**src/rtl/piano_defs.svh**
```systemverilog
`ifndef PIANO_DEFS_SVH
`define PIANO_DEFS_SVH

// system clock
`define CLK_HZ          100000000

// PS/2 receiver
`define PS2_IDLE_CYCLES 4000        // clk cycles without a ps2_clk fall before a frame is dropped
`define PS2_BREAK       8'hF0       // break prefix
`define PS2_EXTEND      8'hE0       // extended-code prefix

// octave-4 half periods in clk cycles, clock / 2 / note frequency
`define DIV_C4          (`CLK_HZ / 2 / 262)
`define DIV_D4          (`CLK_HZ / 2 / 294)
`define DIV_E4          (`CLK_HZ / 2 / 330)
`define DIV_F4          (`CLK_HZ / 2 / 349)
`define DIV_G4          (`CLK_HZ / 2 / 392)
`define DIV_A4          (`CLK_HZ / 2 / 440)
`define DIV_B4          (`CLK_HZ / 2 / 494)
`define DIV_C5          (`CLK_HZ / 2 / 523)

// octave and volume ranges
`define OCT_MIN         3
`define OCT_MAX         5
`define OCT_RESET       4
`define VOL_MIN         1
`define VOL_MAX         5
`define VOL_RESET       3

`endif
```
**src/rtl/piano_pkg.sv**
```systemverilog
`default_nettype none

package piano_pkg;

    // notes of the eight piano keys, silence first
    typedef enum logic [3:0] {
        NOTE_SILENCE = 4'd0,
        NOTE_C       = 4'd1,    // key A
        NOTE_D       = 4'd2,    // key S
        NOTE_E       = 4'd3,    // key D
        NOTE_F       = 4'd4,    // key F
        NOTE_G       = 4'd5,    // key G
        NOTE_A       = 4'd6,    // key H
        NOTE_B       = 4'd7,    // key J
        NOTE_C_HI    = 4'd8     // key K, one octave up
    } note_t;

    // PS/2 frame receiver states
    // the start bit is taken in RX_IDLE
    typedef enum logic [1:0] {
        RX_IDLE   = 2'd0,       // waiting for a start bit
        RX_DATA   = 2'd1,       // eight data bits, lsb first
        RX_PARITY = 2'd2,       // odd parity bit
        RX_STOP   = 2'd3        // stop bit, must be high
    } ps2_state_t;

endpackage

`default_nettype wire

```
**src/rtl/keyboard_piano.sv**
```systemverilog
`timescale 1ns/1ps
`default_nettype none

module keyboard_piano (
    input  wire              clk,
    input  wire              out_rst,
    input  wire              ps2_clk,
    input  wire              ps2_data,
    input  wire              vol_up,      // one-cycle pulses from board logic
    input  wire              vol_down,
    input  wire              oct_up,
    input  wire              oct_down,
    output piano_pkg::note_t note,        // to the external display
    output logic [2:0]       octave,
    output logic [4:0]       vol_led,
    output logic             audio_mclk,
    output logic             audio_lrck,
    output logic             audio_sck,
    output logic             audio_sdin
);

    logic [8:0]         key_code;
    logic               key_make;
    logic               key_break;
    logic [2:0]         volume;
    logic [21:0]        note_div;
    logic signed [15:0] audio_left;
    logic signed [15:0] audio_right;

    ps2_key_decoder i_ps2_key_decoder (
        .clk       (clk),
        .out_rst   (out_rst),
        .ps2_clk   (ps2_clk),
        .ps2_data  (ps2_data),
        .key_code  (key_code),
        .key_make  (key_make),
        .key_break (key_break)
    );

    note_selector i_note_selector (
        .clk       (clk),
        .out_rst   (out_rst),
        .key_code  (key_code),
        .key_make  (key_make),
        .key_break (key_break),
        .vol_up    (vol_up),
        .vol_down  (vol_down),
        .oct_up    (oct_up),
        .oct_down  (oct_down),
        .note      (note),
        .octave    (octave),
        .volume    (volume),
        .vol_led   (vol_led),
        .note_div  (note_div)
    );

    note_gen i_note_gen (
        .clk         (clk),
        .out_rst     (out_rst),
        .note_div    (note_div),
        .volume      (volume),
        .audio_left  (audio_left),
        .audio_right (audio_right)
    );

    speaker_serializer i_speaker_serializer (
        .clk         (clk),
        .out_rst     (out_rst),
        .audio_left  (audio_left),
        .audio_right (audio_right),
        .audio_mclk  (audio_mclk),
        .audio_lrck  (audio_lrck),
        .audio_sck   (audio_sck),
        .audio_sdin  (audio_sdin)
    );

endmodule

`default_nettype wire

```
**src/rtl/speaker_serializer.sv**
```systemverilog
`timescale 1ns/1ps
`default_nettype none

module speaker_serializer (
    input  wire        clk,
    input  wire        out_rst,
    input  wire [15:0] audio_left,
    input  wire [15:0] audio_right,
    output logic       audio_mclk,
    output logic       audio_lrck,
    output logic       audio_sck,
    output logic       audio_sdin
);

    logic [8:0]  div_cnt;       // one channel is 256 clk, 32 sck periods
    logic [15:0] right_q;       // right word held until the lrck rise
    logic [15:0] shift;
    logic [4:0]  slot;          // sck period within the channel

    assign audio_mclk = div_cnt[1];
    assign audio_sck  = div_cnt[2];
    assign audio_lrck = div_cnt[8];
    assign slot       = div_cnt[7:3];

    always_ff @(posedge clk or posedge out_rst) begin
        if (out_rst) begin
            div_cnt    <= 9'd0;
            right_q    <= 16'd0;
            shift      <= 16'd0;
            audio_sdin <= 1'b0;
        end else begin
            div_cnt <= div_cnt + 9'd1;
            if (div_cnt == 9'd511) begin
                // lrck falls, take both samples
                shift      <= audio_left;
                right_q    <= audio_right;
                audio_sdin <= 1'b0;
            end else if (div_cnt == 9'd255) begin
                shift      <= right_q;       // lrck rises
                audio_sdin <= 1'b0;
            end else if (div_cnt[2:0] == 3'd7) begin
                // next edge is an sck fall
                if (slot < 5'd16) begin
                    audio_sdin <= shift[15];
                    shift      <= {shift[14:0], 1'b0};
                end else begin
                    audio_sdin <= 1'b0;      // pad to the end of the channel
                end
            end
        end
    end

    a_sdin_on_sck_fall: assert property (@(posedge clk) disable iff (out_rst)
        $changed(audio_sdin) |-> $fell(audio_sck));

endmodule

`default_nettype wire

```
**src/rtl/note_gen.sv**
```systemverilog
`timescale 1ns/1ps
`default_nettype none

module note_gen (
    input  wire                clk,
    input  wire                out_rst,
    input  wire         [21:0] note_div,
    input  wire         [2:0]  volume,
    output logic signed [15:0] audio_left,
    output logic signed [15:0] audio_right
);

    logic [21:0]        half_cnt;
    logic [21:0]        div_q;         // last divisor, to catch a change
    logic               polarity;
    logic signed [15:0] amplitude;
    logic signed [15:0] sample;

    always_ff @(posedge clk or posedge out_rst) begin
        if (out_rst) begin
            half_cnt <= 22'd0;
            div_q    <= 22'd0;
            polarity <= 1'b0;
        end else begin
            div_q <= note_div;
            if (note_div != div_q || note_div == 22'd0) begin
                half_cnt <= 22'd0;            // new note restarts the half period
            end else if (half_cnt == note_div - 22'd1) begin
                half_cnt <= 22'd0;
                polarity <= ~polarity;
            end else begin
                half_cnt <= half_cnt + 22'd1;
            end
        end
    end

    // volume * 4096
    assign amplitude = {1'b0, volume, 12'd0};

    always_comb begin
        if (note_div == 22'd0)
            sample = 16'sd0;
        else if (polarity)
            sample = amplitude;
        else
            sample = -amplitude;
    end

    // same note on both channels
    assign audio_left  = sample;
    assign audio_right = sample;

endmodule

`default_nettype wire

```
**src/rtl/note_selector.sv**
```systemverilog
`timescale 1ns/1ps
`default_nettype none

`include "piano_defs.svh"

module note_selector (
    input  wire               clk,
    input  wire               out_rst,
    input  wire  [8:0]        key_code,
    input  wire               key_make,
    input  wire               key_break,
    input  wire               vol_up,
    input  wire               vol_down,
    input  wire               oct_up,
    input  wire               oct_down,
    output piano_pkg::note_t  note,
    output logic [2:0]        octave,
    output logic [2:0]        volume,
    output logic [4:0]        vol_led,
    output logic [21:0]       note_div
);

    piano_pkg::note_t mapped;
    piano_pkg::note_t note_next;
    logic [2:0]       octave_next;
    logic [8:0]       held_code;       // code of the key now sounding

    function automatic piano_pkg::note_t key_to_note(input logic [7:0] code);
        case (code)
            8'h1C:   key_to_note = piano_pkg::NOTE_C;
            8'h1B:   key_to_note = piano_pkg::NOTE_D;
            8'h23:   key_to_note = piano_pkg::NOTE_E;
            8'h2B:   key_to_note = piano_pkg::NOTE_F;
            8'h34:   key_to_note = piano_pkg::NOTE_G;
            8'h33:   key_to_note = piano_pkg::NOTE_A;
            8'h3B:   key_to_note = piano_pkg::NOTE_B;
            8'h42:   key_to_note = piano_pkg::NOTE_C_HI;
            default: key_to_note = piano_pkg::NOTE_SILENCE;
        endcase
    endfunction

    // half period for a note at a given octave, zero while silent
    function automatic logic [21:0] half_period(input piano_pkg::note_t n,
                                                input logic [2:0] oct);
        logic [21:0] base;
        case (n)
            piano_pkg::NOTE_C:    base = 22'(`DIV_C4);
            piano_pkg::NOTE_D:    base = 22'(`DIV_D4);
            piano_pkg::NOTE_E:    base = 22'(`DIV_E4);
            piano_pkg::NOTE_F:    base = 22'(`DIV_F4);
            piano_pkg::NOTE_G:    base = 22'(`DIV_G4);
            piano_pkg::NOTE_A:    base = 22'(`DIV_A4);
            piano_pkg::NOTE_B:    base = 22'(`DIV_B4);
            piano_pkg::NOTE_C_HI: base = 22'(`DIV_C5);
            default:              base = 22'd0;
        endcase
        if (oct == 3'(`OCT_MAX))
            half_period = base >> 1;   // octave up, half the period
        else if (oct == 3'(`OCT_MIN))
            half_period = base << 1;
        else
            half_period = base;
    endfunction

    always_comb begin
        mapped    = key_to_note(key_code[7:0]);
        note_next = note;
        if (key_make && !key_code[8] && mapped != piano_pkg::NOTE_SILENCE)
            note_next = mapped;
        else if (key_break && key_code == held_code && note != piano_pkg::NOTE_SILENCE)
            note_next = piano_pkg::NOTE_SILENCE;

        octave_next = octave;
        if (oct_up) begin
            if (octave < 3'(`OCT_MAX))
                octave_next = octave + 3'd1;
        end else if (oct_down) begin
            if (octave > 3'(`OCT_MIN))
                octave_next = octave - 3'd1;
        end
    end

    always_ff @(posedge clk or posedge out_rst) begin
        if (out_rst) begin
            note      <= piano_pkg::NOTE_SILENCE;
            held_code <= 9'd0;
            octave    <= 3'(`OCT_RESET);
            volume    <= 3'(`VOL_RESET);
            vol_led   <= 5'b00111;
            note_div  <= 22'd0;
        end else begin
            note     <= note_next;
            octave   <= octave_next;
            note_div <= half_period(note_next, octave_next);
            if (key_make && !key_code[8] && mapped != piano_pkg::NOTE_SILENCE)
                held_code <= key_code;

            if (vol_up) begin
                if (volume < 3'(`VOL_MAX))
                    volume <= volume + 3'd1;
            end else if (vol_down) begin
                if (volume > 3'(`VOL_MIN))
                    volume <= volume - 3'd1;
            end

            vol_led <= 5'((6'd1 << volume) - 6'd1);  // thermometer, one step behind
        end
    end

    a_octave_range: assert property (@(posedge clk) disable iff (out_rst)
        octave >= 3'(`OCT_MIN) && octave <= 3'(`OCT_MAX));

    a_volume_range: assert property (@(posedge clk) disable iff (out_rst)
        volume >= 3'(`VOL_MIN) && volume <= 3'(`VOL_MAX));

endmodule

`default_nettype wire

```
**src/rtl/ps2_key_decoder.sv**
```systemverilog
`timescale 1ns/1ps
`default_nettype none

`include "piano_defs.svh"

module ps2_key_decoder (
    input  wire        clk,
    input  wire        out_rst,
    input  wire        ps2_clk,
    input  wire        ps2_data,
    output logic [8:0] key_code,
    output logic       key_make,
    output logic       key_break
);

    logic [1:0]            clk_sync;       // two-flop synchronizers
    logic [1:0]            data_sync;
    logic                  clk_last;       // delayed synced clock for edge detect
    logic                  ps2_fall;
    logic                  bit_in;
    logic                  frame_ok;
    piano_pkg::ps2_state_t state;
    logic [2:0]            bit_cnt;
    logic [7:0]            shift;
    logic                  parity_ok;
    logic [11:0]           idle_cnt;
    logic                  ext_seen;       // E0 seen, waiting for the code byte
    logic                  brk_seen;       // F0 seen, waiting for the code byte

    always_ff @(posedge clk or posedge out_rst) begin
        if (out_rst) begin
            clk_sync  <= 2'b11;    // lines idle high
            data_sync <= 2'b11;
            clk_last  <= 1'b1;
        end else begin
            clk_sync  <= {clk_sync[0], ps2_clk};
            data_sync <= {data_sync[0], ps2_data};
            clk_last  <= clk_sync[1];
        end
    end

    assign ps2_fall = clk_last & ~clk_sync[1];
    assign bit_in   = data_sync[1];
    assign frame_ok = parity_ok & bit_in;  // valid in RX_STOP only

    always_ff @(posedge clk or posedge out_rst) begin
        if (out_rst) begin
            state     <= piano_pkg::RX_IDLE;
            bit_cnt   <= 3'd0;
            parity_ok <= 1'b0;
            idle_cnt  <= 12'd0;
            ext_seen  <= 1'b0;
            brk_seen  <= 1'b0;
            key_make  <= 1'b0;
            key_break <= 1'b0;
        end else begin
            key_make  <= 1'b0;
            key_break <= 1'b0;
            if (state == piano_pkg::RX_IDLE || ps2_fall)
                idle_cnt <= 12'd0;
            else
                idle_cnt <= idle_cnt + 12'd1;

            case (state)
                piano_pkg::RX_IDLE: begin
                    if (ps2_fall && !bit_in) begin     // start bit
                        state   <= piano_pkg::RX_DATA;
                        bit_cnt <= 3'd0;
                    end
                end
                piano_pkg::RX_DATA: begin
                    if (ps2_fall) begin
                        bit_cnt <= bit_cnt + 3'd1;
                        if (bit_cnt == 3'd7)
                            state <= piano_pkg::RX_PARITY;
                    end
                end
                piano_pkg::RX_PARITY: begin
                    if (ps2_fall) begin
                        parity_ok <= ^{shift, bit_in};  // odd count of ones
                        state     <= piano_pkg::RX_STOP;
                    end
                end
                piano_pkg::RX_STOP: begin
                    if (ps2_fall) begin
                        state <= piano_pkg::RX_IDLE;
                        if (frame_ok) begin
                            if (shift == `PS2_EXTEND) begin
                                ext_seen <= 1'b1;
                            end else if (shift == `PS2_BREAK) begin
                                brk_seen <= 1'b1;
                            end else begin
                                key_make  <= ~brk_seen;
                                key_break <= brk_seen;
                                ext_seen  <= 1'b0;
                                brk_seen  <= 1'b0;
                            end
                        end
                    end
                end
                default: state <= piano_pkg::RX_IDLE;
            endcase

            // stalled frame, drop it
            if (state != piano_pkg::RX_IDLE && !ps2_fall &&
                idle_cnt == 12'(`PS2_IDLE_CYCLES - 1))
                state <= piano_pkg::RX_IDLE;
        end
    end

    always_ff @(posedge clk) begin
        if (state == piano_pkg::RX_DATA && ps2_fall)
            shift <= {bit_in, shift[7:1]};
        if (state == piano_pkg::RX_STOP && ps2_fall && frame_ok)
            key_code <= {ext_seen, shift};
    end

    a_one_strobe: assert property (@(posedge clk) disable iff (out_rst)
        !(key_make && key_break));

endmodule

`default_nettype wire

```
**config.mk**
```make
export PLATFORM = sky130hd
export DESIGN_NAME = keyboard_piano
export DESIGN_NICKNAME = d
export VERILOG_FILES = /design/src/rtl/piano_pkg.sv /design/src/rtl/keyboard_piano.sv /design/src/rtl/speaker_serializer.sv /design/src/rtl/note_gen.sv /design/src/rtl/note_selector.sv /design/src/rtl/ps2_key_decoder.sv
export VERILOG_INCLUDE_DIRS = /design/src /design/src/rtl
export SDC_FILE = /design/constraint.sdc
export NUM_CORES = 1
export LEC_CHECK = 0
export ABC_CLOCK_PERIOD_IN_PS = 11300
export BUFFER_PORTS_ARGS = -buffer_cell sky130_fd_sc_hd__buf_2
export CORE_MARGIN = 4
export CORE_UTILIZATION = 65
export DETAILED_ROUTE_END_ITERATION = 7
export GPL_TIMING_DRIVEN = 0
export PLACE_DENSITY = 0.91
export SYNTH_ARGS = -nofsm -noshare
export SYNTH_HDL_FRONTEND = slang
export SYNTH_SLANG_ARGS = --single-unit
```
**constraint.sdc**
```tcl
create_clock -name clk -period 11.3 [get_ports clk]
set_input_delay 2.26 -clock clk [delete_from_list [all_inputs] [get_ports clk]]
set_output_delay 2.26 -clock clk [all_outputs]
set_load 0.02 [all_outputs]
```
# Yosys cells after proc, flatten, opt, wreduce, memory -nomap -nowiden
# Memory sizes are Yosys's and may differ from the RTL's.
# Cells that the tools add are included.
dict set report totals {
  romBits 288
  regBits 177
  elab_cells 166
  output_inout_bits 16
  n_memories 1
  in_bits 8
}
dict set report classes {
  order_cmp 5
  n_reduce_logical 34
  bitwise 7
  muxes 49
  addsub 11
  shifts 1
  eq_ne 32
}
# name depth width rd rd_clocked_by_memory_dff wr line
set mem_list {}
lappend mem_list {{(name not given)} 16 18 1 0 0 note_selector.sv:46} ;# case (n)
# op count
set op_table {}
lappend op_table {{two-way mux 16 bit} 6}
lappend op_table {{two-way mux 22 bit} 4}
lappend op_table {{== test 8 x 6 -> 1 bit, second input constant} 5}
lappend op_table {{case mux 4 bit (8 select lines)} 1}
lappend op_table {{two-way mux 3 bit} 10}
lappend op_table {{adder 22 x 1 -> 22 bit, second input constant} 1}
lappend op_table {{== test 22 bit} 1}
lappend op_table {{zero test 22 bit} 1}
lappend op_table {{!= test 22 bit} 1}
lappend op_table {{subtractor 22 x 1 -> 22 bit, second input constant} 1}
lappend op_table {{two-way mux 1 bit} 17}
lappend op_table {{== test 8 x 5 -> 1 bit, second input constant} 2}
lappend op_table {{== test 8 bit, second input constant} 2}
lappend op_table {{negation 15 -> 16 bit} 1}
lappend op_table {{adder 12 x 1 -> 12 bit, second input constant} 1}
lappend op_table {{== test 12 bit, second input constant} 1}
lappend op_table {{two-way mux 12 bit} 1}
lappend op_table {{two-way mux 2 bit} 6}
lappend op_table {{!= test 3 x 1 -> 1 bit, second input constant} 4}
lappend op_table {{logical AND 1 bit} 10}
lappend op_table {{adder 3 x 1 -> 3 bit, second input constant} 3}
lappend op_table {{adder 9 x 1 -> 9 bit, second input constant} 1}
lappend op_table {{== test 3 bit, second input constant} 3}
lappend op_table {{== test 9 x 8 -> 1 bit, second input constant} 1}
lappend op_table {{other kinds (32)} 55}

# Depth between registers and ports, before layout
# Gate-level depths: netlist of run 1.
# An unclocked memory read counts as a cell.
dict set report logic_depth {
  depth_word 8
  depth_mapped 13
}

# Hierarchy
# From an unflattened synthesis of run 1, not the netlist that was laid out.
dict set report hier_totals {
  hier_cells 957
  hier_area_um2 9826.9
}
# module cells_per_inst instances area_each_um2
set by_module_without_submodules {}
lappend by_module_without_submodules {note_gen 324 1 3035.4}
lappend by_module_without_submodules {note_selector 328 1 2897.8}
lappend by_module_without_submodules {speaker_serializer 162 1 2045.7}
lappend by_module_without_submodules {ps2_key_decoder 143 1 1848.0}

# Worst setup path before layout of run 1
# OpenSTA, ideal clock, no wires.
dict set report synth_timing {
  path_type {input-to-reg}
  from {in oct_up}
  to {reg i_note_selector.note_div[10]}
  n_path_buf 3
  setup_ns 0.126
  path_slack_ns 7.092
  stages 9
  t_arrival_ns 4.082
  cell_sequence {buf_2 -> and4bb_2 -> mux2i_1 -> a221oi_1 -> inv_1 -> and3_1 -> clkbuf_1 -> clkbuf_1 -> a221o_1}
}
dict set report synth_via {
  elab_chain_len 4
  word_cells_on_any_way 5
  cone_classes {eq/ne: 2; mux: 3}
}
# element line
set synth_lines {}
lappend synth_lines {{start, declared} keyboard_piano.sv:11} ;# input wire oct_up,
lappend synth_lines {{two-way mux 3 bit (*)} note_selector.sv:74} ;# if (oct_up) begin
lappend synth_lines {{via i_note_selector.octave_next[2]} note_selector.sv:25} ;# logic [2:0] octave_next;
lappend synth_lines {{== test 3 x 2 -> 1 bit} note_selector.sv:59} ;# else if (oct == 3'(`OCT_MIN))
lappend synth_lines {{two-way mux 22 bit} note_selector.sv:59}
lappend synth_lines {{two-way mux 22 bit (*)} note_selector.sv:57} ;# if (oct == 3'(`OCT_MAX))
lappend synth_lines {{end signal, assigned} note_selector.sv:94} ;# note_div <= half_period(note_next, octave_next);
lappend synth_lines {{end, declared} note_selector.sv:20} ;# output logic [21:0] note_div
# Mark *: on every way through the listed nets, which the timed path passes. The rest lies on a longest branch.
# A chain may end at the register's enable or synchronous reset.

# Worst setup path in the final report of run 1
# Ends and elaborated chain as after synthesis.

==> impl_summary.log, run 1 <==
[metrics] actual transition at the worst max-transition pin: 842 ps
[metrics] ant diodes: 0
[metrics] layout net count: 864
[metrics] multi-input combinational cell area: 4050 µm²
[metrics] library cell used as clock root buffer: sky130_fd_sc_hd__clkbuf_16
[metrics] count of final max-slew check failures: 0
[metrics] I/O Buffers: 22
[metrics] number of antenna-violating nets in the routed design: 0
[metrics] number of unique standard cell types used by synthesis: 77
[metrics] number of nets produced by synthesis: 822
[metrics] yosys warns: 0
[metrics] Sw Share: 35.3%
[metrics] CTS Buf Count: 17
[metrics] data arrival time at the worst-slack endpoint: 4540 ps
[metrics] min cycle time layout: 4180 ps
[metrics] Post-Place Cell Area: 8470 µm²
[metrics] dominant synthesized flop cell: sky130_fd_sc_hd__dfrtp_1
[metrics] maximum clock insertion buffer count: 2
[metrics] Util after Layout: 74.9%
[metrics] Area growth syn-to-layout: 11.8%
[metrics] worst rel slew slack: 43.7%
[metrics] GP Congestion: 0.911
[metrics] register cell area after layout: 3780 µm²
[metrics] Residual DRC: 0
[metrics] max_cap viols: 0
[metrics] endpoint of the lowest-slack register-to-register path: i_note_selector.note_div[14]
[metrics] die extent in x: 120 µm
[metrics] NetSw: 634 µW
[metrics] Critical Path Sink Type: register
[metrics] Power, Total: 1800 µW
[metrics] fraction of final layout cells sized beyond drive strength 1: 13.9%
[metrics] total via count in the routed design: 6357
[metrics] most common library cell in the layout ignoring fill and taps: sky130_fd_sc_hd__dfrtp_1
[metrics] sequential-to-total area share from yosys stat: 46.6%
[metrics] Hold Buf Count CTS: 0
[metrics] P_int: 1160 µW
[metrics] number of cells on the worst hold path: 0
[metrics] P per Cell Area: 198 nW/µm²
[metrics] Cell Rows: 40
[metrics] post-synthesis cell area: 8110 µm²
[metrics] worst min path class: register to register
[metrics] first-pass detailed-route iteration total: 6
[metrics] clock power share: 31.9%
[metrics] crit-path max FO: 10
[metrics] worst hold margin: 355 ps
[metrics] Worst Path Class, Setup: input pin to register
[metrics] CTS HTree Levels: 4
[metrics] post-route clock skew: 7.59 ps
[metrics] Syn Inst Count: 781
[metrics] starting density of the core: 67.0%
[metrics] final number of setup-violating endpoints: 0
[metrics] ratio of routed vias to standard cells: 6.33
[metrics] maximum vdd drop: 0.000187 V
[metrics] die area: 14300 µm²
[metrics] overall routed net length: 18600 µm
[metrics] status: completed
[metrics] placeable core region: 12100 µm²
[metrics] post-CTS sizing: 0
[metrics] number of flip-flops and latches in the synthesized netlist: 147
[metrics] First DRT Iteration DRCs: 503
[metrics] leak pwr: 0.00401 µW
[metrics] total routing usage reported by global routing: 27.5%
[metrics] pin count of the biggest net entering global routing: 92
[metrics] Worst-Skew Late Latency: 430 ps
[metrics] clock net sink count: 147
[metrics] sum of negative setup slack: 0 ps
[metrics] CP startpoint kind: input pin
[metrics] hold violation total from the final report: 0
[metrics] sequential group share of total power: 36.1%
[metrics] per-cell routed wire length: 18.6 µm
[metrics] EDFF count, synth: 17
[metrics] vias in the first global route: 6478
[metrics] path depth of the worst reg2reg path: 13
[metrics] first-pass GRT wire length: 31600 µm
[metrics] clock tree from TritonCTS: yes
[metrics] launch point of the worst hold path: i_ps2_key_decoder.clk_sync[0]
[metrics] Period Utilization, post-route: 37.0%
[metrics] number of setup buffers added after CTS: 0
[metrics] I/O pin count: 24
[metrics] Reg-to-Reg Start: i_ps2_key_decoder.key_code[3]
[metrics] async set-or-reset flop fraction in the synthesized netlist: 88.4%
[metrics] Register-to-Register Setup Slack: 7370 ps
[metrics] maximum operating frequency: 239 MHz
[metrics] initial antenna violation count: 0
[metrics] post-synthesis average cell area: 10.4 µm²
[metrics] Worst EP required: 11660 ps
[metrics] commonest cells after routing, fill and taps aside: 119 x sky130_fd_sc_hd__dfrtp_1, 56 x sky130_fd_sc_hd__nor2_1, 56 x sky130_fd_sc_hd__xnor2_1
[metrics] Filler Cells Inserted: 805
[metrics] die span in y: 120 µm
[metrics] clock transition at the registers of the reported paths: 50 ps
[metrics] unrepaired setup endpoints after global routing: false
[metrics] endpoint with the worst hold slack: i_ps2_key_decoder.clk_sync[1]
[metrics] proportion of power drawn by combinational gates: 31.9%
[metrics] Remaining Overflow, GRT: 0
[metrics] Post-Layout Inst Area: 9070 µm²
[metrics] post-detail-place hpwl: 12600 µm
-- sequential cells by signal, indices dropped and copies added (netlist names), 2 cells and up --
signal	flops
i_speaker_serializer.div_cnt	9
i_note_selector.note	4
i_ps2_key_decoder.clk_sync	2
i_speaker_serializer.shift	4
i_note_selector.octave	3
i_ps2_key_decoder.state	2
i_ps2_key_decoder.key_code	9
i_ps2_key_decoder.idle_cnt	12
i_note_selector.volume	3
i_ps2_key_decoder.shift	8
i_ps2_key_decoder.data_sync	2
i_note_selector.vol_led	5
i_note_selector.held_code	9
i_note_gen.half_cnt	22
i_ps2_key_decoder.bit_cnt	3
i_speaker_serializer.right_q	4
i_note_selector.note_div	19
i_note_gen.div_q	19
-- how the worst max path moves through the flow --
stage | slack [ps] | end | cells past startpoint | startpoint
after detailed placement | 6760 | i_note_selector.note_div[17] | 10 | oct_up
after CTS | 7200 | i_note_selector.note_div[17] | 10 | oct_up
after global placement | 4440 | i_note_gen.half_cnt[3] | 2 | out_rst
final | 7120 | i_note_selector.note_div[10] | 9 | oct_up
after floorplan | 5590 | i_note_gen.div_q[0] | 1 | out_rst
after global routing | 6980 | i_note_selector.note_div[10] | 8 | oct_up
-- logic make-up after synthesis --
logic type,after synthesis,synth area share [%]
and+or+nand+nor,278,19.3
DFF,147,46.6
AOI/OAI and AO/OA,131,11.3
xor gates and xnor gates,104,11.2
buffers and inverters,66,3.58
adders and majority gates,33,5.09
muxes,22,2.88
-- critical path, stage by stage --
cell and delay, ps:
sky130_fd_sc_hd__buf_2 180, sky130_fd_sc_hd__and4bb_2 290, sky130_fd_sc_hd__mux2i_1 120, sky130_fd_sc_hd__a221oi_1 380, sky130_fd_sc_hd__inv_1 170, sky130_fd_sc_hd__nand3_1 430, sky130_fd_sc_hd__nand2_1 340, sky130_fd_sc_hd__a31oi_1 240
sky130_fd_sc_hd__a221o_1 130
-- metal layers --
layer	share of wire [%]	global-route usage, %	up-vias
met5	0	0	-
met3	5.6	5.84	66
li1	-	-	2913
met4	3.1	11.6	0
met2	52	48.2	252
met1	39	32.8	3126
-- synthesized netlist by cell type (all sizes together) (3+ instances only) --
| cell | number | area share [%] |
|---|---|---|
| a31o | 5 | 0.54 |
| and3 | 18 | 1.4 |
| nand3 | 35 | 2.2 |
| or2 | 3 | 0.23 |
| o211a | 4 | 0.49 |
| o211ai | 10 | 0.93 |
| nand4 | 23 | 1.8 |
| mux2 | 11 | 1.5 |
| xor2 | 48 | 5.2 |
| nor3 | 38 | 2.5 |
| a221oi | 3 | 0.32 |
| and4 | 7 | 0.76 |
| nor3b | 6 | 0.56 |
| o21ai | 27 | 1.7 |
| buf | 14 | 1.2 |
| nor2 | 58 | 2.7 |
| edfxtp | 17 | 6.3 |
| mux2i | 11 | 1.4 |
| ha | 33 | 5.1 |
| nor2b | 7 | 0.54 |
| a211oi | 4 | 0.37 |
| nand3b | 3 | 0.28 |
| nand2b | 8 | 0.62 |
| xnor2 | 56 | 6.0 |
| o22ai | 5 | 0.39 |
| o21a | 6 | 0.56 |
| nor4b | 5 | 0.91 |
| o2111ai | 3 | 0.32 |
| inv | 38 | 1.8 |
| a31oi | 9 | 0.69 |
| o221ai | 6 | 0.65 |
| a21oi | 25 | 1.5 |
| or3 | 5 | 0.39 |
| nand2 | 38 | 1.8 |
| dfrtp | 119 | 37 |
| nor4 | 14 | 1.6 |
| clkbuf | 13 | 0.60 |
| a22o | 4 | 0.45 |
| dfstp | 11 | 3.6 |
-- power by group through the flow --
stage / combinational, µW / sequential, µW / clock (µW)
after detailed placement: 551 / 656 / 0
after global placement: 517 / 650 / 0
after CTS: 564 / 648 / 580
final: 574 / 649 / 574
after floorplan: 411 / 658 / 0
after global routing: 625 / 657 / 607
-- metrics by stage --
stage               worst slack [ps]  instances
detailed placement              6760        972
CTS                             7200       1004
global route                    6980       1004
global placement                4440        971
floorplan                       5590        781
finish                          7120       1004
-- final cells by class --
class	count	area share (%)
multi-input cells	568	44.6
inverters	39	1.67
flip-flops and latches	147	41.7
well taps	168	2.32
clock buffers	20	4.93
repair buffers	23	1.52
clock inverters	12	1.72
plain buffers	27	1.59
(Power assumes the default switching activity.)
==> run 2: changes to the inputs <==
- ABC_CLOCK_PERIOD_IN_PS: 11300 -> 3450
- CORE_UTILIZATION: 65 -> 57
- PLACE_DENSITY: 0.91 -> 0.85
- clock period: 11.3 -> 3.45 ns (I/O delays scaled with it)
==> impl_summary.log, run 2 (same netlist as run 1, synthesis figures left out) <==
[metrics] status: completed
[metrics] first-pass detailed-route iteration total: 5 (-1)
[metrics] ratio of routed vias to standard cells: 6.02 (-5.0%)
[metrics] combined buffer and inverter count along the critical path: 2 (unchanged)
[metrics] CP startpoint kind: register
[metrics] placed instance count: 986 (+1.4%)
[metrics] max_cap viols: 0 (unchanged)
[metrics] clock transition at the registers of the reported paths: 60 ps (about the same)
[metrics] library cell used as clock root buffer: sky130_fd_sc_hd__clkbuf_16
[metrics] min cycle time layout: 3330 ps
[metrics] sum of negative setup slack: 0 ps (unchanged)
[metrics] total via count in the routed design: 6155 (-3.2%)
[metrics] actual transition at the worst max-transition pin: 572 ps (-271 ps)
[metrics] Register-to-Register Setup Slack: 120 ps (-7250 ps)
[metrics] hold violation total from the final report: 0 (unchanged)
[metrics] first-pass GRT wire length: 29100 µm (-8.0%)
[metrics] data arrival time at the worst-slack endpoint: 3650 ps (-890 ps)
[metrics] Worst Path Class, Setup: register to register
[metrics] final number of setup-violating endpoints: 0 (unchanged)
[metrics] die extent in x: 127 µm (+6.3%)
[metrics] starting density of the core: 58.2% (-8.8 points)
[metrics] GP Congestion: 0.953 (+4.6%)
[metrics] post-layout instance count excluding filler cells: 1023 (+1.9%)
[metrics] setup slack at placement: -271 ps (-7030 ps)
[metrics] die span in y: 127 µm (+6.3%)
[metrics] worst rel slew slack: 61.7% (+18 points)
[metrics] path depth of the worst reg2reg path: 11 (-2)
[metrics] commonest cells after routing, fill and taps aside: 119 x sky130_fd_sc_hd__dfrtp_1, 56 x sky130_fd_sc_hd__xnor2_1, 55 x sky130_fd_sc_hd__nor2_1
[metrics] total routing usage reported by global routing: 22.0% (-5.4 points)
[metrics] Filler Cells Inserted: 1046 (+30%)
[metrics] worst min path class: input pin to async pin
[metrics] Reg-to-Reg Start: i_ps2_key_decoder.key_code[7]
[metrics] pin count of the biggest net entering global routing: 43 (-53%)
[metrics] initial antenna violation count: 0 (unchanged)
[metrics] P per Cell Area: 620 nW/µm² (+210%)
[metrics] Residual DRC: 0 (unchanged)
[metrics] layout net count: 871 (+0.81%)
[metrics] slowest cell delay on critical path: 730 ps (+300 ps)
[metrics] Util after Layout: 65.5% (-9.3 points)
[metrics] Worst EP required: 3780 ps (-7880 ps)
[metrics] Worst path top cell family by delay: compound AO/OA/AOI/OAI gates
[metrics] clock net sink count: 147 (unchanged)
[metrics] maximum operating frequency: 300 MHz
[metrics] Worst-Skew Late Latency: 430 ps (about the same)
[metrics] I/O pin count: 24 (unchanged)
[metrics] fraction of final layout cells sized beyond drive strength 1: 15.1% (+1.2 points)
[metrics] clock tree from TritonCTS: yes
[metrics] endpoint of the lowest-slack register-to-register path: i_note_selector.note_div[12]
[metrics] overall routed net length: 17100 µm (-8.3%)
[metrics] leak pwr: 0.00403 µW (+0.46%)
[metrics] post-detail-place hpwl: 11800 µm (-6.3%)
[metrics] maximum vdd drop: 0.000425 V (+130%)
[metrics] cell with the biggest individual delay on the critical path: sky130_fd_sc_hd__or4b_2
[metrics] CTS HTree Levels: 4 (unchanged)
[metrics] multi-input combinational cell area: 4080 µm² (+0.96%)
[metrics] most common library cell in the layout ignoring fill and taps: sky130_fd_sc_hd__dfrtp_1
[metrics] vias in the first global route: 6095 (-5.9%)
[metrics] I/O Buffers: 22 (unchanged)
[metrics] largest register by flop count: i_note_gen.half_cnt
[metrics] die area: 16200 µm² (+13%)
[metrics] maximum clock insertion buffer count: 2 (unchanged)
[metrics] number of antenna-violating nets in the routed design: 0 (unchanged)
[metrics] First DRT Iteration DRCs: 484 (-3.8%)
[metrics] placeable core region: 13900 µm² (+15%)
[metrics] max reg flops: 22 (unchanged)
[metrics] CTS Buf Count: 17 (unchanged)
[metrics] Period Utilization, post-route: 96.5%
[metrics] per-cell routed wire length: 16.7 µm (-10%)
[metrics] critical path cell sequence: or4b_2 > a21o_1 > nand2_2 > o21a_2 > ha_4 > inv_1 > a311o_2 > nor2_4 > clkbuf_4 > a21oi_1 > a31oi_1
[metrics] ant diodes: 0 (unchanged)
[metrics] Cell Rows: 43 (+7.5%)
[metrics] Critical Path Sink Type: register
[metrics] post-route clock skew: 11.9 ps (+4.27 ps)
[metrics] Stages on worst setup path: 11 (+2)
[metrics] register cell area after layout: 3780 µm² (unchanged)
[metrics] biggest regs: i_note_gen.half_cnt (22), i_note_gen.div_q (19), i_note_selector.note_div (19)
[metrics] fin worst setup slack: 121 ps (-7000 ps)
[metrics] Area growth syn-to-layout: 12.6%
[metrics] Remaining Overflow, GRT: 0 (unchanged)
[metrics] count of final max-slew check failures: 0 (unchanged)
[metrics] crit-path max FO: 10 (unchanged)
## run 2: changes by cell type in the layout (fill, tap and decap cells not counted), sizes merged
cell | previous run | this run
clkbuf | 33 | 34
buf | 37 | 43
bufinv | 3 | 1
clkinv | 5 | 6
inv | 39 | 40
## run 2: per-layer routing
| metal | share of wire, % | vias to the layer above | track usage (%) |
|---|---|---|---|
| met5 | 0 | - | 0 |
| met4 | 3.0 | 0 | 9.97 |
| met3 | 5.0 | 57 | 4.89 |
| met2 | 49 | 227 | 35.9 |
| met1 | 43 | 2961 | 28.3 |
| li1 | - | 2910 | - |
## run 2: report_power, final
| group | internal (µW) | switching [µW] | total (µW) |
|---|---|---|---|
| clock | 992 | 729 | 1720 |
| combinational | 702 | 1120 | 1820 |
| sequential | 1950 | 171 | 2120 |
| total | 3640 | 2020 | 5660 |
## run 2: worst max-delay path by stage
stage                                        from  slack, ps                            to
floorplan           i_ps2_key_decoder.key_code[6]        280  i_note_selector.note_div[14]
global placement    i_ps2_key_decoder.key_code[6]       -270   i_note_selector.note_div[5]
detailed placement  i_ps2_key_decoder.key_code[3]       -270   i_note_selector.note_div[5]
CTS                 i_ps2_key_decoder.key_code[7]         30   i_note_selector.note_div[5]
global route        i_ps2_key_decoder.key_code[1]         -5  i_note_selector.note_div[15]
finish              i_ps2_key_decoder.key_code[7]        120  i_note_selector.note_div[12]
## run 2: cell type report
cell class | count | area share (%)
timing repair buffer | 30 | 2.27
multi-input combinational | 568 | 44.7
buffer | 27 | 1.60
inverter | 39 | 1.64
clock inverter | 12 | 1.16
sequential | 147 | 41.4
tap | 180 | 2.47
clock buffer | 20 | 4.78
## run 2: per-stage QoR
stage | hold slack [ps] | power, µW | cell area (µm²)
after floorplan | 345 | 3500 | 8120
after global placement | 346 | 3860 | 8450
after detailed placement | 349 | 3930 | 8510
after CTS | 254 | 5660 | 9090
after global routing | 264 | 5990 | 9130
final | 249 | 5660 | 9130
## run 2: repair_timing
item / 4_1_cts / 5_1_grt
setup endpoints to repair: 17 / 30
resized for setup: 4 / 6
hold buffers: 0 / 0
pin swaps: 1 / 1
setup buffers: 3 / 2
==> run 3: changes to the inputs <==
- MAX_ROUTING_LAYER: default -> met4
==> impl_summary.log, run 3 (same netlist as run 1, synthesis figures left out) <==
[metrics] Sw Share: 35.3% (-0.34 points)
[metrics] hold violation total from the final report: 0 (unchanged)
[metrics] total via count in the routed design: 6258 (+1.7%)
[metrics] final number of setup-violating endpoints: 0 (unchanged)
[metrics] Worst-Skew Late Latency: 430 ps (about the same)
[metrics] max reg flops: 22 (unchanged)
[metrics] placeable core region: 13900 µm² (unchanged)
[metrics] Area growth syn-to-layout: 14.0%
[metrics] CTS HTree Levels: 4 (unchanged)
[metrics] clock tree from TritonCTS: yes
[metrics] cell repeated most along the worst path: sky130_fd_sc_hd__nor2_4
[metrics] CTS Buf Count: 17 (unchanged)
[metrics] post-detail-place hpwl: 12100 µm (+1.8%)
[metrics] per-cell routed wire length: 17.3 µm (+3.8%)
[metrics] die span in y: 127 µm (unchanged)
[metrics] leak pwr: 0.00409 µW (+1.5%)
[metrics] max_cap viols: 0 (unchanged)
[metrics] clock net sink count: 147 (unchanged)
[metrics] multi-input combinational cell area: 4110 µm² (+0.55%)
[metrics] sum of negative setup slack: 0 ps (unchanged)
[metrics] ant diodes: 0 (unchanged)
[metrics] maximum clock insertion buffer count: 2 (unchanged)
[metrics] initial antenna violation count: 0 (unchanged)
[metrics] fraction of final layout cells sized beyond drive strength 1: 16.0% (+0.91 points)
[metrics] GP Congestion: 0.997 (+4.7%)
[metrics] actual transition at the worst max-transition pin: 579 ps (+7.63 ps)
[metrics] cell with the biggest individual delay on the critical path: sky130_fd_sc_hd__or4b_2
[metrics] min cycle time layout: 3320 ps (-6.24 ps)
[metrics] NetSw: 2080 µW (+3.1%)
[metrics] pin count of the biggest net entering global routing: 43 (unchanged)
[metrics] status: completed
[metrics] sequential group share of total power: 35.9% (-1.6 points)
[metrics] number of antenna-violating nets in the routed design: 0 (unchanged)
[metrics] Power, Total: 5890 µW (+4.1%)
[metrics] library cell used as clock root buffer: sky130_fd_sc_hd__clkbuf_16
[metrics] commonest cells after routing, fill and taps aside: 119 x sky130_fd_sc_hd__dfrtp_1, 56 x sky130_fd_sc_hd__xnor2_1, 55 x sky130_fd_sc_hd__nor2_1
[metrics] post-route clock skew: 10.6 ps (-1.25 ps)
[metrics] Worst EP required: 3790 ps (about the same)
[metrics] Worst path top cell family by delay: simple AND/OR/NAND/NOR gates
[metrics] biggest regs: i_note_gen.half_cnt (22), i_note_gen.div_q (19), i_note_selector.note_div (19)
[metrics] vias in the first global route: 6236 (+2.3%)
[metrics] Remaining Overflow, GRT: 0 (unchanged)
[metrics] worst min path class: input pin to async pin
[metrics] die area: 16200 µm² (unchanged)
[metrics] maximum vdd drop: 0.000496 V (+17%)
[metrics] starting density of the core: 58.2% (unchanged)
[metrics] slowest cell delay on critical path: 740 ps (about the same)
[metrics] count of final max-slew check failures: 0 (unchanged)
[metrics] I/O Buffers: 22 (unchanged)
[metrics] most common library cell in the layout ignoring fill and taps: sky130_fd_sc_hd__dfrtp_1
[metrics] layout net count: 873 (+0.23%)
[metrics] I/O pin count: 24 (unchanged)
[metrics] critical path cell sequence: or4b_2 > nor2_1 > o21ai_0 > and4_1 > nor2_4 > ha_4 > inv_1 > a311o_2 > nor2_4 > buf_4 > a21oi_1 > a31oi_1
[metrics] path depth of the worst reg2reg path: 12 (+1)
[metrics] Reg-to-Reg Start: i_ps2_key_decoder.key_code[6]
[metrics] Stages on worst setup path: 12 (+1)
[metrics] Cell Rows: 43 (unchanged)
[metrics] largest register by flop count: i_note_gen.half_cnt
[metrics] Period Utilization, post-route: 96.3% (-0.18 points)
[metrics] CP startpoint kind: register
[metrics] combined buffer and inverter count along the critical path: 2 (unchanged)
[metrics] P_int: 3810 µW (+4.7%)
[metrics] Residual DRC: 0 (unchanged)
[metrics] Worst Path Class, Setup: register to register
[metrics] maximum operating frequency: 301 MHz (+0.19%)
[metrics] first-pass detailed-route iteration total: 5 (unchanged)
[metrics] Hold Buf Count CTS: 0 (unchanged)
[metrics] register cell area after layout: 3780 µm² (unchanged)
[metrics] P per Cell Area: 637 nW/µm² (+2.8%)
[metrics] Critical Path Sink Type: register
[metrics] First DRT Iteration DRCs: 559 (+15%)
[metrics] first-pass GRT wire length: 30100 µm (+3.4%)
[metrics] overall routed net length: 17800 µm (+4.0%)
[metrics] clock transition at the registers of the reported paths: 70 ps (about the same)
[metrics] crit-path max FO: 10 (unchanged)
[metrics] die extent in x: 127 µm (unchanged)
[metrics] ratio of routed vias to standard cells: 6.11 (+1.5%)
[metrics] total routing usage reported by global routing: 23.5% (+1.5 points)
[metrics] worst rel slew slack: 61.1% (-0.60 points)
[metrics] clock power share: 32.8% (+2.4 points)
[metrics] worst setup path startpoint: i_ps2_key_decoder.key_code[6]
[metrics] Filler Cells Inserted: 1012 (-3.3%)
[metrics] proportion of power drawn by combinational gates: 31.2% (-0.9 points)
[metrics] Register-to-Register Setup Slack: 130 ps (about the same)
[metrics] endpoint of the lowest-slack register-to-register path: i_note_selector.note_div[12]
[metrics] data arrival time at the worst-slack endpoint: 3660 ps (about the same)
==> run 3: changes by cell type in the layout (fill, tap and decap cells not counted), sizes merged <==
cell      before  now
buf           43   46
bufinv         1    3
clkbuf        34   30
clkinv         6    5
clkinvlp       4    2
inv           40   44
==> run 3: worst register-to-register path, cell delays in order (launching register included) <==
cell and delay (ps):
sky130_fd_sc_hd__edfxtp_1 420, sky130_fd_sc_hd__or4b_2 740, sky130_fd_sc_hd__nor2_1 140, sky130_fd_sc_hd__o21ai_0 170
sky130_fd_sc_hd__and4_1 290, sky130_fd_sc_hd__nor2_4 200, sky130_fd_sc_hd__ha_4 210, sky130_fd_sc_hd__inv_1 60
sky130_fd_sc_hd__a311o_2 390, sky130_fd_sc_hd__nor2_4 160, sky130_fd_sc_hd__buf_4 200, sky130_fd_sc_hd__a21oi_1 70
sky130_fd_sc_hd__a31oi_1 190
==> run 3: area by class of cell <==
class	instances	area share, %
buffer	27	1.58
clock buffer	17	4.60
clock inverter	15	2.14
inverter	39	1.62
multi-input combinational	568	44.4
sequential	147	40.8
tap	180	2.43
timing repair buffer	32	2.41
==> run 3: per-layer routing <==
| metal | wire (µm) | part of all wire, % | global-route usage (%) | up-vias |
|---|---|---|---|---|
| met5 | 0 | 0 | - | - |
| met4 | 541 | 3.0 | 9.09 | 0 |
| met3 | 781 | 4.4 | 5.18 | 51 |
| met2 | 8850 | 50 | 37.9 | 178 |
| met1 | 7600 | 43 | 29.0 | 3101 |
| li1 | - | - | - | 2928 |
==> run 3: what timing repair did <==
action / CTS / global route
hold endpoints to repair: 0 / 0
resized for setup: 4 / 8
setup endpoints to repair: 18 / 37
pin swaps: 1 / 2
buffers inserted: 2 / 5
==> run 3: power groups by stage <==
stage / sequential [µW] / combinational (µW) / clock [µW]
after floorplan: 2150 / 1350 / 0
after detailed placement: 2150 / 1790 / 0
final: 2120 / 1840 / 1930
after global routing: 2140 / 2030 / 2050
after global placement: 2140 / 1710 / 0
after CTS: 2120 / 1810 / 1960
==> run 3: worst max path at each step <==
| stage | endpoint | slack [ps] |
|---|---|---|
| after floorplan | i_note_selector.note_div[14] | 280 |
| after global placement | i_note_selector.note_div[12] | -270 |
| after detailed placement | i_note_selector.note_div[12] | -300 |
| after CTS | i_note_selector.note_div[12] | 20 |
| after global routing | i_note_selector.note_div[12] | -40 |
| final | i_note_selector.note_div[12] | 130 |
==> run 3: per-stage QoR <==
stage          setup slack (ps)  std cells  hold slack [ps]  instance area, µm²  util [%]
2_1_floorplan               279        781              345                8120         -
3_3_place_gp               -267        983              346                8450      60.7
3_5_place_dp               -296        986              347                8510      61.1
4_1_cts                    20.3       1020              229                9160      65.8
5_1_grt                   -41.5       1025              236                9250      66.4
6_report                    128       1025              228                9250      66.4
